--- src/qr_consts.svh ---
`ifndef QR_CONSTS_SVH
`define QR_CONSTS_SVH

// stored image, square and small so that a full decode pass stays short
`define IMG_W 16
`define IMG_H 16
`define PIX_N (`IMG_W * `IMG_H)   // bits held by each buffer
`define ADDR_W $clog2(`PIX_N)     // buffer address width, 8 at 16x16

// camera side widths
`define PIX_W 16                  // rgb 5-6-5 word
`define GRAY_W 8                  // gray level after channel widening
`define THRESH_W 8
`define X_W 11                    // column count from the camera side
`define Y_W 10                    // row count from the camera side

// 3x3 majority, set when this many of the 9 neighbours are one
`define MAJORITY 5

`define RD_LAT 2                  // buffer read latency, rd_en to rd_data

`endif
--- src/qr_mem_pkg.sv ---
`include "qr_consts.svh"

package qr_mem_pkg;

  // linear buffer address, x + IMG_W * y
  typedef logic [`ADDR_W-1:0] pix_addr_t;

  // decode sequence, only a reset brings it back to the start
  typedef enum logic [1:0] {
    STREAMING,   // frame buffer follows the camera, display shows it
    AVERAGING,   // filter owns the frame buffer read port
    FINISHED     // both buffers stable, display may pick either
  } decode_state_e;

  // STREAMING  -> AVERAGING  when capture and start are both high
  // AVERAGING  -> FINISHED   on the filter done pulse
  // FINISHED   holds until sys_rst
  //
  // the display is blanked in AVERAGING and when it asks for the
  // result buffer in STREAMING, since that buffer is empty or stale
  // until the first pass has run

endpackage

--- src/qr_pixel_pkg.sv ---
`include "qr_consts.svh"

package qr_pixel_pkg;

  // camera pixel, red in [15:11], green in [10:5], blue in [4:0]
  typedef logic [`PIX_W-1:0] rgb565_t;

  // gray level of one pixel
  // red and blue are scaled up by 8 and green by 4 before the sum,
  // so a full white pixel lands close to the top of the range
  typedef logic [`GRAY_W-1:0] gray_t;

  typedef logic [`THRESH_W-1:0] thresh_t;  // bit is set when gray > thresh

  // input coordinates are wider than the stored image,
  // anything past the image edge is dropped by the binarizer
  typedef logic [`X_W-1:0] coord_x_t;
  typedef logic [`Y_W-1:0] coord_y_t;

endpackage

--- src/bit_ram_if.sv ---
`include "qr_consts.svh"

// one write port and one read port of a 1-bit buffer
interface bit_ram_if;
  import qr_mem_pkg::*;

  logic      wr_en;
  pix_addr_t wr_addr;
  logic      wr_data;
  logic      rd_en;
  pix_addr_t rd_addr;
  logic      rd_data;   // valid RD_LAT cycles after rd_en

  // producer of bits, binarizer or filter
  modport writer (output wr_en, wr_addr, wr_data);

  // consumer, the read side is multiplexed in decode_ctrl
  modport reader (output rd_en, rd_addr, input rd_data);

  // memory itself
  modport mem (
    input  wr_en, wr_addr, wr_data,
    input  rd_en, rd_addr,
    output rd_data
  );

endinterface

--- src/qr_frontend_top.sv ---
`include "qr_consts.svh"

// binarize, freeze, 3x3 majority, with a display read port on both buffers
module qr_frontend_top (
  input  logic                 clk_pixel,
  input  logic                 sys_rst,
  input  logic                 pix_valid,
  input  logic [`PIX_W-1:0]    pix_data,    // rgb 5-6-5
  input  logic [`X_W-1:0]      pix_x,
  input  logic [`Y_W-1:0]      pix_y,
  input  logic [`THRESH_W-1:0] thresh,
  input  logic                 capture,     // freezes the frame buffer
  input  logic                 start,       // with capture, starts the filter
  input  logic                 view_en,
  input  logic [`ADDR_W-1:0]   view_addr,
  input  logic                 view_sel,
  output logic                 view_pixel,
  output logic                 view_valid,
  output logic                 decode_busy,
  output logic                 decode_done
);

  logic               store_en;
  logic               filt_start;
  logic               filt_done;
  logic               filt_rd_en;
  logic [`ADDR_W-1:0] filt_rd_addr;
  logic               filt_rd_data;

  bit_ram_if fb_if ();    // binarized camera frame
  bit_ram_if res_if ();   // filtered image

  bit_frame_ram frame_buffer (
    .clk_pixel (clk_pixel),
    .ram       (fb_if.mem)
  );

  bit_frame_ram result_buffer (
    .clk_pixel (clk_pixel),
    .ram       (res_if.mem)
  );

  pixel_binarizer pixel_binarizer_i (
    .clk_pixel (clk_pixel),
    .sys_rst   (sys_rst),
    .pix_valid (pix_valid),
    .pix_data  (pix_data),
    .pix_x     (pix_x),
    .pix_y     (pix_y),
    .thresh    (thresh),
    .store_en  (store_en),
    .fb        (fb_if.writer)
  );

  majority_filter majority_filter_i (
    .clk_pixel    (clk_pixel),
    .sys_rst      (sys_rst),
    .start_pulse  (filt_start),
    .filt_rd_en   (filt_rd_en),
    .filt_rd_addr (filt_rd_addr),
    .filt_rd_data (filt_rd_data),
    .res          (res_if.writer),
    .done         (filt_done)
  );

  decode_ctrl decode_ctrl_i (
    .clk_pixel    (clk_pixel),
    .sys_rst      (sys_rst),
    .capture      (capture),
    .start        (start),
    .filt_done    (filt_done),
    .filt_start   (filt_start),
    .store_en     (store_en),
    .fb           (fb_if.reader),
    .res          (res_if.reader),
    .filt_rd_en   (filt_rd_en),
    .filt_rd_addr (filt_rd_addr),
    .filt_rd_data (filt_rd_data),
    .view_en      (view_en),
    .view_addr    (view_addr),
    .view_sel     (view_sel),
    .view_pixel   (view_pixel),
    .view_valid   (view_valid),
    .decode_busy  (decode_busy),
    .decode_done  (decode_done)
  );

endmodule

--- src/decode_ctrl.sv ---
`include "qr_consts.svh"

// decode sequence and read port sharing between display and filter
module decode_ctrl (
  input  logic                  clk_pixel,
  input  logic                  sys_rst,
  input  logic                  capture,
  input  logic                  start,
  input  logic                  filt_done,
  output logic                  filt_start,
  output logic                  store_en,
  bit_ram_if.reader             fb,
  bit_ram_if.reader             res,
  input  logic                  filt_rd_en,
  input  qr_mem_pkg::pix_addr_t filt_rd_addr,
  output logic                  filt_rd_data,
  input  logic                  view_en,
  input  qr_mem_pkg::pix_addr_t view_addr,
  input  logic                  view_sel,      // 0 frame buffer, 1 result buffer
  output logic                  view_pixel,
  output logic                  view_valid,
  output logic                  decode_busy,
  output logic                  decode_done
);
  import qr_mem_pkg::*;

  decode_state_e      state;
  decode_state_e      state_nxt;
  logic               go;
  logic               blank_now;
  logic [`RD_LAT-1:0] vld_pipe;
  logic [`RD_LAT-1:0] sel_pipe;
  logic [`RD_LAT-1:0] blank_pipe;   // request made while blanked

  assign go = capture && start;

  always_comb begin
    state_nxt = state;
    case (state)
      STREAMING: if (go) state_nxt = AVERAGING;
      AVERAGING: if (filt_done) state_nxt = FINISHED;
      default:   state_nxt = FINISHED;   // held until reset
    endcase
  end

  always_ff @(posedge clk_pixel) begin
    if (sys_rst) begin
      state      <= STREAMING;
      filt_start <= 1'b0;
    end else begin
      state      <= state_nxt;
      filt_start <= (state == STREAMING) && go;  // first AVERAGING cycle
    end
  end

  assign store_en    = (state == STREAMING) && !capture;
  assign decode_busy = (state == AVERAGING);
  assign decode_done = (state == FINISHED);

  // frame buffer read port belongs to the filter while averaging
  assign fb.rd_en      = (state == AVERAGING) ? filt_rd_en : view_en;
  assign fb.rd_addr    = (state == AVERAGING) ? filt_rd_addr : view_addr;
  assign filt_rd_data  = fb.rd_data;
  assign res.rd_en     = view_en;
  assign res.rd_addr   = view_addr;

  // averaging steals the port, stale result buffer before the first pass
  assign blank_now = (state == AVERAGING) || (view_sel && state == STREAMING);

  always_ff @(posedge clk_pixel) begin
    if (sys_rst) begin
      vld_pipe <= '0;
    end else begin
      vld_pipe <= {vld_pipe[`RD_LAT-2:0], view_en};
    end
  end

  always_ff @(posedge clk_pixel) begin
    sel_pipe   <= {sel_pipe[`RD_LAT-2:0], view_sel};
    blank_pipe <= {blank_pipe[`RD_LAT-2:0], blank_now};
  end

  assign view_valid = vld_pipe[`RD_LAT-1];
  assign view_pixel = vld_pipe[`RD_LAT-1] && !blank_pipe[`RD_LAT-1]
                   && (state != AVERAGING)
                   && (sel_pipe[`RD_LAT-1] ? res.rd_data : fb.rd_data);

endmodule

--- src/majority_filter.sv ---
`include "qr_consts.svh"

// 3x3 majority over the frozen frame buffer, one neighbour per cycle
module majority_filter (
  input  logic                  clk_pixel,
  input  logic                  sys_rst,
  input  logic                  start_pulse,
  output logic                  filt_rd_en,
  output qr_mem_pkg::pix_addr_t filt_rd_addr,
  input  logic                  filt_rd_data,
  bit_ram_if.writer             res,
  output logic                  done
);
  import qr_mem_pkg::*;

  logic      active;     // walker running
  logic [3:0] k;         // neighbour 0..8, row major from top left
  pix_addr_t x;          // centre column
  pix_addr_t y;          // centre row
  pix_addr_t ctr;        // centre linear address
  logic      at_left;
  logic      at_right;
  logic      at_top;
  logic      at_bot;
  logic      last_pix;
  logic      col_ok;
  logic      row_ok;
  pix_addr_t col_off;
  pix_addr_t row_off;

  // tags ride alongside the read, index RD_LAT-1 lines up with rd_data
  logic [`RD_LAT-1:0] tag_vld;
  logic [`RD_LAT-1:0] tag_rd;     // a real read was issued
  logic [`RD_LAT-1:0] tag_first;  // neighbour 0, restart the count
  logic [`RD_LAT-1:0] tag_last;   // neighbour 8, close the count
  logic [`RD_LAT-1:0] tag_fin;    // centre is the last pixel
  pix_addr_t          tag_addr [`RD_LAT];
  logic [3:0]         cnt;
  logic [3:0]         sum;
  logic               wr_fin;     // current write is the final one

  assign at_left  = (x == '0);
  assign at_right = (x == pix_addr_t'(`IMG_W - 1));
  assign at_top   = (y == '0);
  assign at_bot   = (y == pix_addr_t'(`IMG_H - 1));
  assign last_pix = at_right && at_bot;

  // column of the neighbour, offsets wrap in the address width
  always_comb begin
    col_ok  = 1'b1;
    col_off = '0;
    if (k == 4'd0 || k == 4'd3 || k == 4'd6) begin
      col_ok  = !at_left;
      col_off = '1;                            // minus one
    end else if (k == 4'd2 || k == 4'd5 || k == 4'd8) begin
      col_ok  = !at_right;
      col_off = pix_addr_t'(1);
    end
  end

  // row of the neighbour
  always_comb begin
    row_ok  = 1'b1;
    row_off = '0;
    if (k < 4'd3) begin
      row_ok  = !at_top;
      row_off = pix_addr_t'(0 - `IMG_W);       // one row up
    end else if (k > 4'd5) begin
      row_ok  = !at_bot;
      row_off = pix_addr_t'(`IMG_W);
    end
  end

  // outside neighbours are not read and count as zero
  assign filt_rd_en   = active && row_ok && col_ok;
  assign filt_rd_addr = ctr + row_off + col_off;

  // walker, nine cycles per centre pixel whether read or skipped
  always_ff @(posedge clk_pixel) begin
    if (sys_rst) begin
      active <= 1'b0;
      k      <= '0;
      x      <= '0;
      y      <= '0;
      ctr    <= '0;
    end else if (start_pulse) begin
      active <= 1'b1;
      k      <= '0;
      x      <= '0;
      y      <= '0;
      ctr    <= '0;
    end else if (active) begin
      if (k == 4'd8) begin
        k   <= '0;
        ctr <= ctr + pix_addr_t'(1);
        if (at_right) begin
          x <= '0;
          y <= y + pix_addr_t'(1);
          if (at_bot) begin
            active <= 1'b0;     // last neighbour of the last pixel issued
          end
        end else begin
          x <= x + pix_addr_t'(1);
        end
      end else begin
        k <= k + 4'd1;
      end
    end
  end

  always_ff @(posedge clk_pixel) begin
    if (sys_rst) begin
      tag_vld <= '0;
    end else begin
      tag_vld <= {tag_vld[`RD_LAT-2:0], active};
    end
  end

  always_ff @(posedge clk_pixel) begin
    tag_rd    <= {tag_rd[`RD_LAT-2:0], filt_rd_en};
    tag_first <= {tag_first[`RD_LAT-2:0], (k == 4'd0)};
    tag_last  <= {tag_last[`RD_LAT-2:0], (k == 4'd8)};
    tag_fin   <= {tag_fin[`RD_LAT-2:0], last_pix};
    tag_addr[0] <= ctr;
    for (int i = 1; i < `RD_LAT; i++) begin
      tag_addr[i] <= tag_addr[i-1];
    end
  end

  // running count, next pixel's reads already in flight when it closes
  assign sum = (tag_first[`RD_LAT-1] ? 4'd0 : cnt)
             + {3'b000, tag_rd[`RD_LAT-1] & filt_rd_data};

  always_ff @(posedge clk_pixel) begin
    if (sys_rst) begin
      cnt       <= '0;
      res.wr_en <= 1'b0;
      wr_fin    <= 1'b0;
      done      <= 1'b0;
    end else begin
      if (tag_vld[`RD_LAT-1]) begin
        cnt <= sum;
      end
      res.wr_en <= tag_vld[`RD_LAT-1] && tag_last[`RD_LAT-1];
      wr_fin    <= tag_vld[`RD_LAT-1] && tag_last[`RD_LAT-1] && tag_fin[`RD_LAT-1];
      done      <= wr_fin;  // one cycle after the final write
    end
  end

  always_ff @(posedge clk_pixel) begin
    res.wr_addr <= tag_addr[`RD_LAT-1];
    res.wr_data <= (sum >= 4'(`MAJORITY));
  end

endmodule

--- src/pixel_binarizer.sv ---
`include "qr_consts.svh"

// rgb 5-6-5 to one bit per pixel, written into the frame buffer
module pixel_binarizer (
  input  logic                   clk_pixel,
  input  logic                   sys_rst,
  input  logic                   pix_valid,
  input  qr_pixel_pkg::rgb565_t  pix_data,
  input  qr_pixel_pkg::coord_x_t pix_x,
  input  qr_pixel_pkg::coord_y_t pix_y,
  input  qr_pixel_pkg::thresh_t  thresh,
  input  logic                   store_en,   // STREAMING and capture low
  bit_ram_if.writer              fb
);
  import qr_pixel_pkg::*;
  import qr_mem_pkg::*;

  gray_t              red8;
  gray_t              green8;
  gray_t              blue8;
  logic [`GRAY_W+1:0] gray_sum;    // r + 2g + b, max 1000
  gray_t              gray;
  logic               bin_bit;
  logic               in_frame;
  pix_addr_t          lin_addr;

  // widen each channel to 8 bits, low bits zero
  assign red8   = {pix_data[15:11], 3'b000};
  assign green8 = {pix_data[10:5], 2'b00};
  assign blue8  = {pix_data[4:0], 3'b000};

  assign gray_sum = {2'b00, red8} + {1'b0, green8, 1'b0} + {2'b00, blue8};
  assign gray     = gray_sum[`GRAY_W+1:2];   // divide by 4, truncated
  assign bin_bit  = (gray > thresh);

  // camera coordinates can run past the stored square
  assign in_frame = (pix_x < `X_W'(`IMG_W)) && (pix_y < `Y_W'(`IMG_H));

  // row major, only meaningful when in_frame holds
  assign lin_addr = pix_addr_t'(pix_x) + pix_addr_t'(pix_y * `IMG_W);

  always_ff @(posedge clk_pixel) begin
    if (sys_rst) begin
      fb.wr_en <= 1'b0;
    end else begin
      fb.wr_en <= pix_valid && store_en && in_frame;  // pixel dropped otherwise
    end
  end

  // payload follows every input, qualified by wr_en
  always_ff @(posedge clk_pixel) begin
    fb.wr_addr <= lin_addr;
    fb.wr_data <= bin_bit;
  end

endmodule

--- src/bit_frame_ram.sv ---
`include "qr_consts.svh"

// 1-bit simple dual-port buffer with a two stage registered read
module bit_frame_ram #(
  parameter int DEPTH  = `PIX_N,
  parameter int ADDR_W = $bits(qr_mem_pkg::pix_addr_t)
) (
  input logic    clk_pixel,
  bit_ram_if.mem ram
);

  logic mem [DEPTH];
  logic rd_q;       // first read stage, memory output latch
  logic wr_in_range;

  // writes past a non power of two depth are ignored
  assign wr_in_range = ({1'b0, ram.wr_addr} < (ADDR_W + 1)'(DEPTH));

  // buffer powers up clear, reset leaves the contents alone
  initial begin
    for (int i = 0; i < DEPTH; i++) begin
      mem[i] = 1'b0;
    end
  end

  always_ff @(posedge clk_pixel) begin
    if (ram.wr_en && wr_in_range) begin
      mem[ram.wr_addr] <= ram.wr_data;
    end
  end

  // read first on a same address collision
  always_ff @(posedge clk_pixel) begin
    if (ram.rd_en) begin
      rd_q <= mem[ram.rd_addr];
    end
    ram.rd_data <= rd_q;  // output register, second cycle
  end

endmodule

--- config.mk ---
export PLATFORM = sky130hd
export DESIGN_NAME = qr_frontend_top
export DESIGN_NICKNAME = d
export VERILOG_FILES = /design/src/qr_mem_pkg.sv /design/src/qr_pixel_pkg.sv /design/src/bit_ram_if.sv /design/src/qr_frontend_top.sv /design/src/decode_ctrl.sv /design/src/majority_filter.sv /design/src/pixel_binarizer.sv /design/src/bit_frame_ram.sv
export VERILOG_INCLUDE_DIRS = /design/src /design/src/src
export SDC_FILE = /design/constraint.sdc
export NUM_CORES = 1
export LEC_CHECK = 0
export BUFFER_PORTS_ARGS = -buffer_cell sky130_fd_sc_hd__buf_2
export CORE_UTILIZATION = 59
export CTS_BUF_LIST = sky130_fd_sc_hd__clkbuf_4 sky130_fd_sc_hd__clkbuf_8
export DETAILED_ROUTE_END_ITERATION = 8
export PLACE_DENSITY_LB_ADDON = 0.1
export SETUP_SLACK_MARGIN = 0.2
export SYNTH_ARGS = -nofsm -noshare
export SYNTH_HDL_FRONTEND = slang
export SYNTH_SLANG_ARGS = --single-unit
export TNS_END_PERCENT = 1
--- constraint.sdc ---
create_clock -name clk_pixel -period 7.35 [get_ports clk_pixel]
set_input_delay 0.3675 -clock clk_pixel [delete_from_list [all_inputs] [get_ports clk_pixel]]
set_output_delay 0.3675 -clock clk_pixel [all_outputs]
set_load 0.02 [all_outputs]
# Word level (Yosys, flattened, before mapping)
# Memory sizes are Yosys's and may differ from the RTL's. A register that Yosys moved wholly into a read port is not among the register bits.
# Index checks and enable logic that the tools add are counted.
# op_classes
add_sub_neg,10
n_lt_le_gt_ge,6
eq_ne,12
mux,26
bitwise_logic,1
n_reduce_logical,34
# op_table
cell,n
8-bit 2-to-1 mux,4
8-bit by 1-bit adder with 8-bit output (second input constant),3
8-bit adder,3
8-bit by 4-bit equality test with 1-bit output (second input constant),2
8-bit logical NOT,2
1-bit 2-to-1 mux,16
1-bit logical AND,15
11-bit by 5-bit < comparator with 1-bit output (second input constant),1
10-bit by 8-bit adder with 10-bit output,1
8-bit by 9-bit adder with 10-bit output,1
10-bit by 5-bit < comparator with 1-bit output (second input constant),1
4-bit by 2-bit equality test with 1-bit output (second input constant),2
4-bit by 3-bit equality test with 1-bit output (second input constant),2
8-bit greater-than comparator,1
4-bit 2-to-1 mux,2
1-bit logical NOT,6
2-bit by 1-bit inequality test with 1-bit output (second input constant),3
1-bit logical OR,5
5-bit 2-to-1 mux,1
4-bit by 1-bit adder with 4-bit output,1
4-bit by 1-bit adder with 4-bit output (second input constant),1
4-bit equality test (second input constant),1
4-bit by 3-bit >= comparator with 1-bit output (second input constant),1
4-bit by 3-bit greater-than comparator with 1-bit output (second input constant),1
other kinds (11),13
# totals
regBits,68
ramBits,528
in_bits,60
output_inout_bits,4
elab_cells,117
mem_count,3
# memory_table
memory,depth,word_bits,rd,rd_ports_with_merged_regs,wr,line_no,source
frame_buffer.mem,256,1,1,1,1,bit_frame_ram.sv:12,logic mem [DEPTH];
result_buffer.mem,256,1,1,1,1,bit_frame_ram.sv:12,
majority_filter_i.tag_addr,2,8,2,1,2,majority_filter.sv:37,pix_addr_t tag_addr [`RD_LAT];

# Longest topological paths before layout
# Gate-level depths: netlist of run 1.
# depth
word_depth,7
ltp_mapped,21
depth_no_buf,18

# By module
# From an unflattened synthesis of run 1, not the netlist that was laid out.
# unflattened
cells_unflattened,2002
hier_area_um2,26624.3
# modules_own_cells
mod,n_inst,cells_per_inst,area_each_um2
bit_frame_ram,2,789,11158.2
majority_filter,1,299,2976.6
pixel_binarizer,1,81,820.8
decode_ctrl,1,44,510.5

# Worst setup path after synthesis of run 1
# No wires, ideal clock.
# synth_timing
kind,register to register
from,register majority_filter_i.k[2]
to,"register frame_buffer.rd_q (read register of frame_buffer.mem), data pin"
setup_time_ns,0.265
arrival_time_ns,4.450
t_required_ns,7.085
path_slack_ns,2.635
path_stages_with_launch,18
n_path_buf,3
period_less_slack_ns,4.715
path_cell_list,dfxtp_1 clkbuf_1 nor3_1 nor3_1 or3_1 ha_1 ha_1 inv_1 fa_1 xnor2_1 mux2i_1 buf_2 buf_1 a31oi_1 a221oi_1 o22ai_1 a311oi_1 a2bb2oi_1
# synth_via
elab_chain_len,7
elab_cells_between_ends,26
classes_between,add/sub (2); order compare (2); eq/ne (5); mux (10); reduce/logical (7)
# synth_lines
item,line_no,source
from (decl),majority_filter.sv:17,logic [3:0] k;
from (signal assigned),majority_filter.sv:106,k <= k + 4'd1;
branches (longest 7 deep; another with 8-bit adder),-,
to (decl),bit_frame_ram.sv:13,logic rd_q;
# Parallel ways; which one is timed is not known.
# A chain may end at the register's enable or synchronous reset.

# Worst setup path after layout of run 1
# layout_timing
from,register majority_filter_i.k[0]
to,"register frame_buffer.rd_q (read register of frame_buffer.mem), data pin"
# The elaborated chain is that of the path after synthesis.

==> results_dict.tcl, run 1 <==
set metrics [dict create \
    status "completed" \
    io_pins 64 \
    relSlewSlack_pct 20.68 \
    cts_buffers 96 \
    busiest_layer "met2" \
    post_cts_buffers 0 \
    dp_hpwl_um 37370 \
    ys_ff_latch 606 \
    synth_area_leaders "edfxtp_1 58%, mux4_2 8.3%, nor2_1 8.0%" \
    antenna_found_initial 1 \
    core_um2 44510 \
    fill_cells 3376 \
    fin_skew_ns 0.03102 \
    clockBufferDepth 3 \
    grt_pass1_vias 17100 \
    path_clk_slew_ns 0.06 \
    cts_tree "done" \
    die-area_um2 46230 \
    drv_slew 0 \
    maxCapViolCount 0 \
    p_leak_nw 9.813 \
    postSynth.asyncResetShare_pct 0 \
    period_minus_slack_ns 5.350 \
    routed_wl_um 63340 \
    vias 17330 \
    critPathCaptureType "flop" \
    syn_inst 2133 \
    internal_power_mw 5.555 \
    grt_max_degree 117 \
    overflow 0 \
    p_per_area_nw_per_um2 248.9 \
    dieHeight_um 215.0 \
    synth_cell_types 61 \
    hold_class "input pin to flop" \
    ctsHoldBuffers 15 \
    viasPerCell 6.082 \
    drc 0 \
    initial_core_util_pct 60.15 \
    clock_power_share_pct 37.7 \
    drt-wirelength-per-cell_um 22.23 \
    hold_slack_ns 0.05012 \
    antenna_cells 0 \
    switching_share_pct 24.14 \
    finalNetCount 2294 \
    yosysTopAreaCell "edfxtp_1" \
    clkLatencyLatePin_ns 0.69 \
    crit_fanout 39 \
    grt_pass1_wl_um 98120 \
    syn2layout_area_growth_pct 9.884 \
    placedInstanceArea_um2 27430 \
    grt_use_met2_pct 46.18 \
    post_cts_resized 0 \
    die-width_um 215.0 \
    synth_area_per_cell_um2 12.55 \
    synth-edff-count 514 \
    synth_common_cells "572 x nor2_1, 514 x edfxtp_1, 219 x nand2_1" \
    cp-start-kind "flop" \
    netlist_area_um2 26770 \
    period_share_pct 72.78 \
    postRouteAntennaNets 0 \
    final_cells 2849 \
    ys_warn_count 0 \
    grt_use_total_pct 27.96 \
    peakVddDrop_uv 209.2 \
    cts-root-buf "clkbuf_8" \
    drt_iter0_drc 1913 \
    switchingPower_mw 1.768 \
    grt_util_met1_pct 37.44 \
    synth.most_common_cell "nor2_1" \
    worstPathRequired_ns 7.78 \
    pwr-share-comb_pct 8.6 \
    cp.arrival_ns 5.78 \
    dp.cells 2667 \
    worst-setup-path-type "flop to flop" \
    synth_top_area_share_pct 57.65 \
    htreeDepth 3 \
    worstMarginPinSlew_ns 1.186 \
    synth-seq-area-share_pct 64.53 \
    place.gp.congestion 0.8269 \
    total_power_mw 7.323 \
    port_buffers 63 \
    rsz0062_at_grt "no" \
    synth_ff_type "edfxtp_1" \
    row_count 77 \
    dr.pass1.iters 5 \
    seqPwrFrac_pct 53.7 \
    fin_tns_setup_ns 0 \
    hold_violations 0 \
    drive_above_1_share_pct 15.73 \
    mappedNetlistNets 2239 \
    fin_area_um2 29420 \
    setup_viol 0 \
    max_freq_mhz 186.9 \
    cts.sinks 606 \
    grt.met3_usage_pct 5.081 \
]
==> flip-flops by register name, indices dropped and copies added, names as in the netlist, 4 cells and up <==
register                       count
result_buffer.mem                256
majority_filter_i.cnt              4
majority_filter_i.k                4
majority_filter_i.x                8
majority_filter_i.res.wr_addr      8
pixel_binarizer_i.fb.wr_addr       8
majority_filter_i.ctr              8
majority_filter_i.tag_addr        16
majority_filter_i.y                8
frame_buffer.mem                 256
==> power groups by stage <==
stage | Clock (mW) | Sequential (mW) | Combinational (mW)
3_5_place_dp | 0 | 4.00 | 0.617
5_1_grt | 2.94 | 3.94 | 0.686
4_1_cts | 2.81 | 3.93 | 0.626
2_1_floorplan | 0 | 4.06 | 0.382
6_report | 2.76 | 3.93 | 0.629
3_3_place_gp | 0 | 4.00 | 0.607
==> kinds of logic (layout without fill, tap and decap cells) <==
kind of cell | count (synthesis) | count (layout) | share of synthesized area (%)
DFF | 606 | 606 | 64.53
AOI/OAI and AO/OA | 104 | 104 | 2.570
adders and majority gates | 46 | 46 | 2.430
xor gates and xnor gates | 39 | 39 | 1.276
buffers and inverters | 164 | 288 | 2.505
and+or+nand+nor | 1009 | 1009 | 15.84
muxes | 165 | 165 | 10.85
==> cell type report <==
type,count,area (um^2),share of cell area (%)
tap,592,740.7,2.518
sequential,606,17280,58.75
clock inverter,30,161.4,0.5486
clock buffer,137,1679,5.707
multi-input combinational,1363,8869,30.15
inverter,28,105.1,0.3572
timing repair buffer,93,580.6,1.973
==> layer usage <==
| layer | wire (um) | share of wire, % |
|---|---|---|
| met5 | 0 | 0 |
| met4 | 1863 | 2.9 |
| met3 | 5506 | 8.7 |
| met2 | 31090 | 49 |
| met1 | 24890 | 39 |
==> through the flow <==
| stage | utilization, % | setup slack [ns] |
|---|---|---|
| final | 66.10 | 2.000 |
| after global routing | 66.10 | 1.631 |
| after CTS | 66.10 | 2.000 |
| after detailed placement | 61.62 | 2.003 |
| after global placement | 61.62 | 2.180 |
| after floorplan | - | 2.635 |
==> worst paths after layout <==
check / from / to / slack (ns) / cells past startpoint
worst max-delay path: majority_filter_i.k[0] / frame_buffer.rd_q / 2.00 / 18
worst min-delay path: pix_x[10] / pixel_binarizer_i.fb.wr_en / 0.05 / 3
worst max register to register: majority_filter_i.k[0] / frame_buffer.rd_q / 2.00 / 18
worst min register to register: majority_filter_i.tag_addr[0][0] / majority_filter_i.tag_addr[1][0] / 0.32 / 0
==> cells in the final DEF, fill, tap and decap left out, types with 11 or more instances in the layout <==
master / synthesis / layout
mux2i_1: 57 / 54
nor2_1: 572 / 572
xnor2_1: 15 / 15
clkinv_1: 0 / 11
nand2_1: 219 / 219
dlygate4sd3_1: 0 / 15
ha_1: 36 / 36
buf_2: 23 / 62
and3_1: 15 / 15
clkbuf_4: 0 / 33
xor2_1: 24 / 24
nand4_1: 27 / 27
o21ai_0: 12 / 12
nor3_1: 17 / 16
a21oi_1: 30 / 30
inv_1: 26 / 26
nand2b_1: 11 / 11
nor2b_1: 27 / 27
edfxtp_1: 514 / 514
nand3_1: 83 / 83
dfxtp_1: 92 / 90
clkinv_2: 0 / 13
mux4_2: 99 / 99
buf_4: 7 / 16
clkbuf_8: 0 / 104
==> critical path, cell delays in order (launching register included) <==
cell       delay (ns)
dfxtp_1          0.36
inv_1            0.10
ha_1             0.21
nor3_1           0.07
nor3_2           0.74
or3_1            0.21
ha_1             0.15
ha_1             0.18
inv_1            0.06
fa_1             0.40
xnor2_1          0.33
mux2_2           0.91
mux2i_1          0.33
mux4_2           0.26
and3_1           0.16
a21oi_1          0.04
a31oi_1          0.31
nand3_1          0.11
a2bb2oi_1        0.16
No activity file was read; power rests on OpenSTA's default activity.
==> run 2, diff against run 1 <==
- clock period: 7.35 -> 5 ns (I/O delays scaled with it)
==> results_dict.tcl, run 2 (same netlist as run 1, synthesis figures left out) <==
set metrics [dict create \
    htreeDepth 3 \
    cts.sinks 606 \
    layout_common_cells "572 x nor2_1, 514 x edfxtp_1, 219 x nand2_1" \
    grt_use_total_pct 28.39 \
    path_cells "inv_1 -> ha_1 -> nor3_1 -> nor3_4 -> or3_1 -> ha_1 -> ha_1 -> inv_1 -> fa_1 -> xnor2_1 -> mux2i_4 -> mux4_2 -> a2111oi_0 -> a31oi_1 -> nand3_1 -> a2bb2oi_1" \
    drt_iter0_drc 1955 \
    setup_viol 0 \
    cts_buffers 98 \
    crit_fanout 11 \
    fin_ws_ns 0.4783 \
    period_share_pct 90.43 \
    utilization_pct 66.87 \
    port_buffers 63 \
    routed_wl_um 64070 \
    multi_input_area_um2 8879 \
    grt_pass1_wl_um 99250 \
    initial_core_util_pct 60.15 \
    path_clk_slew_ns 0.06 \
    cp-start-kind "flop" \
    hold_violations 0 \
    maxCapViolCount 0 \
    critPathSlowestCell "mux4_2" \
    cts_tree "done" \
    max_freq_mhz 221.2 \
    dp_hpwl_um 38110 \
    max_stage_delay_ns 0.64 \
    grt.met3_usage_pct 4.728 \
    drt-wirelength-per-cell_um 22.28 \
    die-width_um 215.0 \
    peakVddDrop_uv 232.5 \
    die-area_um2 46230 \
    period_minus_slack_ns 4.522 \
    cp.arrival_ns 5.05 \
    drv_slew 0 \
    core_um2 44510 \
    seqCellArea_um2 17280 \
    worstMarginPinSlew_ns 1.285 \
    io_pins 64 \
    crit_family "multiplexers" \
    cpMostUsedCell "ha_1" \
    p_per_area_nw_per_um2 367.7 \
    finalNetCount 2314 \
    reg_top3 "frame_buffer.mem (256), result_buffer.mem (256), majority_filter_i.tag_addr (16)" \
    place_ws_ns 0.08290 \
    dr.pass1.iters 6 \
    busiest_layer "met2" \
    final_cells 2876 \
    clkLatencyLatePin_ns 0.68 \
    r2r_setup_slack_ns 0.48 \
    p_leak_nw 9.987 \
    syn2layout_area_growth_pct 11.16 \
    final_common_cell "nor2_1" \
    grt_max_degree 156 \
    clockBufferDepth 3 \
    hold_class "input pin to flop" \
    dp.cells 2675 \
    row_count 77 \
    grt_use_met2_pct 47.52 \
    fill_cells 3346 \
    postRouteAntennaNets 0 \
    worstPathRequired_ns 5.53 \
    relSlewSlack_pct 14.10 \
    overflow 0 \
    cts-root-buf "clkbuf_8" \
    place.gp.congestion 0.8377 \
    vias 17380 \
    fin_skew_ns 0.04219 \
    status "completed" \
    antenna_cells 0 \
    worst-setup-path-type "flop to flop" \
    dieHeight_um 215.0 \
    fin_tns_setup_ns 0 \
    grt_util_met1_pct 37.32 \
    viasPerCell 6.043 \
    drc 0 \
    grt_pass1_vias 17280 \
    worst-path-buf-inv 2 \
    critPathCaptureType "flop" \
    rsz0062_at_grt "no" \
    antenna_found_initial 0 \
    drive_above_1_share_pct 16.02 \
]
==> run 2: changes by cell type in the layout (fill, tap and decap cells not counted), sizes merged <==
cell | before | now
clkinvlp | 4 | 1
dlygate4sd3 | 15 | 23
clkbuf | 137 | 143
clkinv | 25 | 29
bufinv | 0 | 1
buf | 78 | 88
inv | 29 | 30
==> run 2: power breakdown <==
| group | internal [mW] | switching [mW] |
|---|---|---|
| combinational | 0.359 | 0.598 |
| sequential | 5.69 | 0.105 |
| clock | 2.28 | 1.91 |
| total | 8.33 | 2.61 |
==> run 2: final timing paths <==
check                                         from                          endpoint  cells after the start
hold reg to reg   majority_filter_i.tag_addr[0][6]  majority_filter_i.tag_addr[1][6]                      0
hold / removal                            pix_x[5]   pixel_binarizer_i.fb.wr_addr[6]                      4
setup reg to reg            majority_filter_i.k[0]                 frame_buffer.rd_q                     16
setup / recovery            majority_filter_i.k[0]                 frame_buffer.rd_q                     16
==> run 2: tightest hold or removal path, delay by kind of cell <==
family,cells,cell delay (ns)
buffers and inverters,2,0.19
adder cells (fa/ha/maj),1,0.19
XOR/XNOR,1,0.07
==> run 2: area by class of cell <==
cell class | instances | area share, %
Multi-Input combinational cell | 1363 | 29.83
Sequential cell | 606 | 58.07
Timing Repair Buffer | 111 | 2.766
Clock inverter | 33 | 0.6306
Tap cell | 592 | 2.489
Inverter | 28 | 0.3531
Clock buffer | 143 | 5.856
==> run 2: routing by layer <==
metal,wire length [um],vias up
li1,-,7791
met1,25390,8622
met2,31500,822
met3,5216,145
met4,1950,0
met5,0,-
==> run 2: stage by stage <==
step / power [mW] / hold WS [ns] / area [um^2]
finish: 10.94 / 0.09570 / 29760
CTS: 11.00 / 0.04508 / 29740
floorplan: 6.531 / 0.2777 / 26770
global route: 11.32 / 0.09679 / 29760
global placement: 6.799 / 0.3105 / 27580
detailed placement: 6.819 / 0.3121 / 27580
==> run 2: repair_timing <==
action                                  in CTS  in global routing
gates resized for setup                      1                  1
endpoints found under the hold margin       26                  0
pin swaps                                    0                  1
buffers inserted                             0                  2
hold buffers                                23                  0
cloned                                       0                  0
endpoints found under the setup margin       1                  1
==> run 3, diff against run 2 <==
- clock period: 5 -> 3.6 ns (I/O delays scaled with it)
==> results_dict.tcl, run 3 (same netlist as run 1, synthesis figures left out) <==
set metrics [dict create \
    status "complete, but fails checks" \
    violations "negative setup slack" \
    period_minus_slack_ns 3.933 \
    clockBufferDepth 3 \
    p_per_area_nw_per_um2 496.8 \
    max_stage_delay_ns 0.47 \
    vias 17930 \
    relSlewSlack_pct 23.00 \
    worst-path-buf-inv 4 \
    path_clk_slew_ns 0.06 \
    hold_violations 0 \
    rsz0062_at_grt "yes" \
    port_buffers 63 \
    critPathSlowestCell "fa_1" \
    setup_viol 1 \
    period_share_pct 109.2 \
    grt_max_degree 177 \
    placedInstanceArea_um2 28410 \
    worst-setup-path-type "flop to flop" \
    clkLatencyLatePin_ns 0.70 \
    fill_cells 3162 \
    cts_buffers 95 \
    die-area_um2 46230 \
    max_freq_mhz 254.3 \
    worstMarginPinSlew_ns 1.152 \
    initial_core_util_pct 60.15 \
    postRouteAntennaNets 0 \
    core_um2 44510 \
    critPathCaptureType "flop" \
    crit_family "adder cells" \
    drt_iter0_drc 1919 \
    layout_common_cells "569 x nor2_1, 514 x edfxtp_1, 217 x nand2_1" \
    io_pins 64 \
    grt_use_total_pct 29.22 \
    grt_pass1_wl_um 101700 \
    htreeDepth 3 \
    peakVddDrop_uv 529.8 \
    syn2layout_area_growth_pct 16.01 \
    cp-start-kind "flop" \
    dieHeight_um 215.0 \
    dp_hpwl_um 39910 \
    place.gp.congestion 0.8516 \
    antenna_cells 0 \
    dr.pass1.iters 6 \
    path_cells "ha_2 -> nor3_2 -> buf_4 -> nor3_4 -> buf_6 -> buf_6 -> fa_1 -> ha_4 -> nand2b_1 -> or4_1 -> nand3_2 -> buf_4 -> nor2_1 -> a221oi_2 -> o22ai_1 -> a311oi_1 -> a2bb2oi_1" \
    drv_slew 0 \
    viasPerCell 6.015 \
    fin_skew_ns 0.02942 \
    final_common_cell "nor2_1" \
    fin_area_um2 31060 \
    finalNetCount 2417 \
    row_count 77 \
    cp.arrival_ns 4.38 \
    cts.sinks 606 \
    die-width_um 215.0 \
    grt_pass1_vias 17750 \
    antenna_found_initial 1 \
    drt-wirelength-per-cell_um 22.29 \
    p_leak_nw 10.65 \
    worstPathRequired_ns 4.04 \
    routed_wl_um 66450 \
    fin_ws_ns -0.3327 \
    cts_tree "done" \
    overflow 0 \
    drc 0 \
    reg_top3 "frame_buffer.mem (256), result_buffer.mem (256), majority_filter_i.tag_addr (16)" \
    maxCapViolCount 0 \
    drive_above_1_share_pct 21.72 \
    hold_class "input pin to flop" \
    crit_fanout 7 \
    cts-root-buf "clkbuf_8" \
    place_ws_ns -0.6206 \
    multi_input_area_um2 9159 \
    seqCellArea_um2 17290 \
]
==> run 3: cell count changes in the layout (fill, tap and decap cells not counted), sizes merged <==
| cell | before | now |
|---|---|---|
| buf | 88 | 192 |
| bufinv | 1 | 0 |
| clkbuf | 143 | 148 |
| clkinv | 29 | 23 |
| dlygate4sd3 | 23 | 25 |
| inv | 30 | 31 |
==> run 3: repair_timing <==
item / CTS / global route
hold endpoints to repair: 27 / 0
setup buffers: 7 / 3
setup endpoints to repair: 1 / 1
gates cloned: 3 / 0
pin swaps: 25 / 26
resized for setup: 53 / 24
hold buffers: 25 / 0
==> run 3: cell type report <==
cell class	count	area share, %
Inverter	28	0.3464
Sequential cell	606	55.66
Multi-Input combinational cell	1363	29.49
Clock inverter	27	0.4552
Tap cell	592	2.385
Timing Repair Buffer	217	5.990
Clock buffer	148	5.672
==> run 3: path summary, 6_finish.rpt <==
path / start / to / slack, ns / depth (start not counted)
setup / recovery: majority_filter_i.k[0] / frame_buffer.rd_q / -0.33 / 17
hold / removal: view_addr[6] / result_buffer.rd_q / 0.1 / 2
setup reg to reg: majority_filter_i.k[0] / frame_buffer.rd_q / -0.33 / 17
hold reg to reg: majority_filter_i.tag_addr[1][0] / majority_filter_i.res.wr_addr[0] / 0.31 / 0
==> run 3: per-layer routing <==
layer	track usage (%)	vias to the layer above	part of all wire (%)
met2	49.92	821	50
met1	37.37	8906	39
li1	-	8016	-
met4	11.21	0	3.5
met5	0	-	0
met3	5.209	187	7.7
==> run 3: per-stage QoR <==
| step | power, mW | utilization (%) | TNS (ns) | hold WS, ns | cells |
|---|---|---|---|---|---|
| floorplan | 9.027 | - | -162.90 | 0.2077 | 2133 |
| global placement | 9.593 | 63.82 | -0.5219 | 0.2840 | 2768 |
| detailed placement | 9.623 | 63.82 | -0.6206 | 0.2836 | 2768 |
| CTS | 15.46 | 69.46 | -0.3003 | 0.02390 | 2978 |
| global route | 15.90 | 69.78 | -0.4773 | 0.06069 | 2981 |
| finish | 15.43 | 69.78 | -0.3327 | 0.09525 | 2981 |
==> run 3: power breakdown <==
part | switching, mW | leakage [nW] | total, mW | internal [mW]
logic | 0.931 | 4.12 | 1.61 | 0.684
registers | 0.142 | 5.51 | 8.04 | 7.90
clock network | 2.67 | 1.02 | 5.78 | 3.11
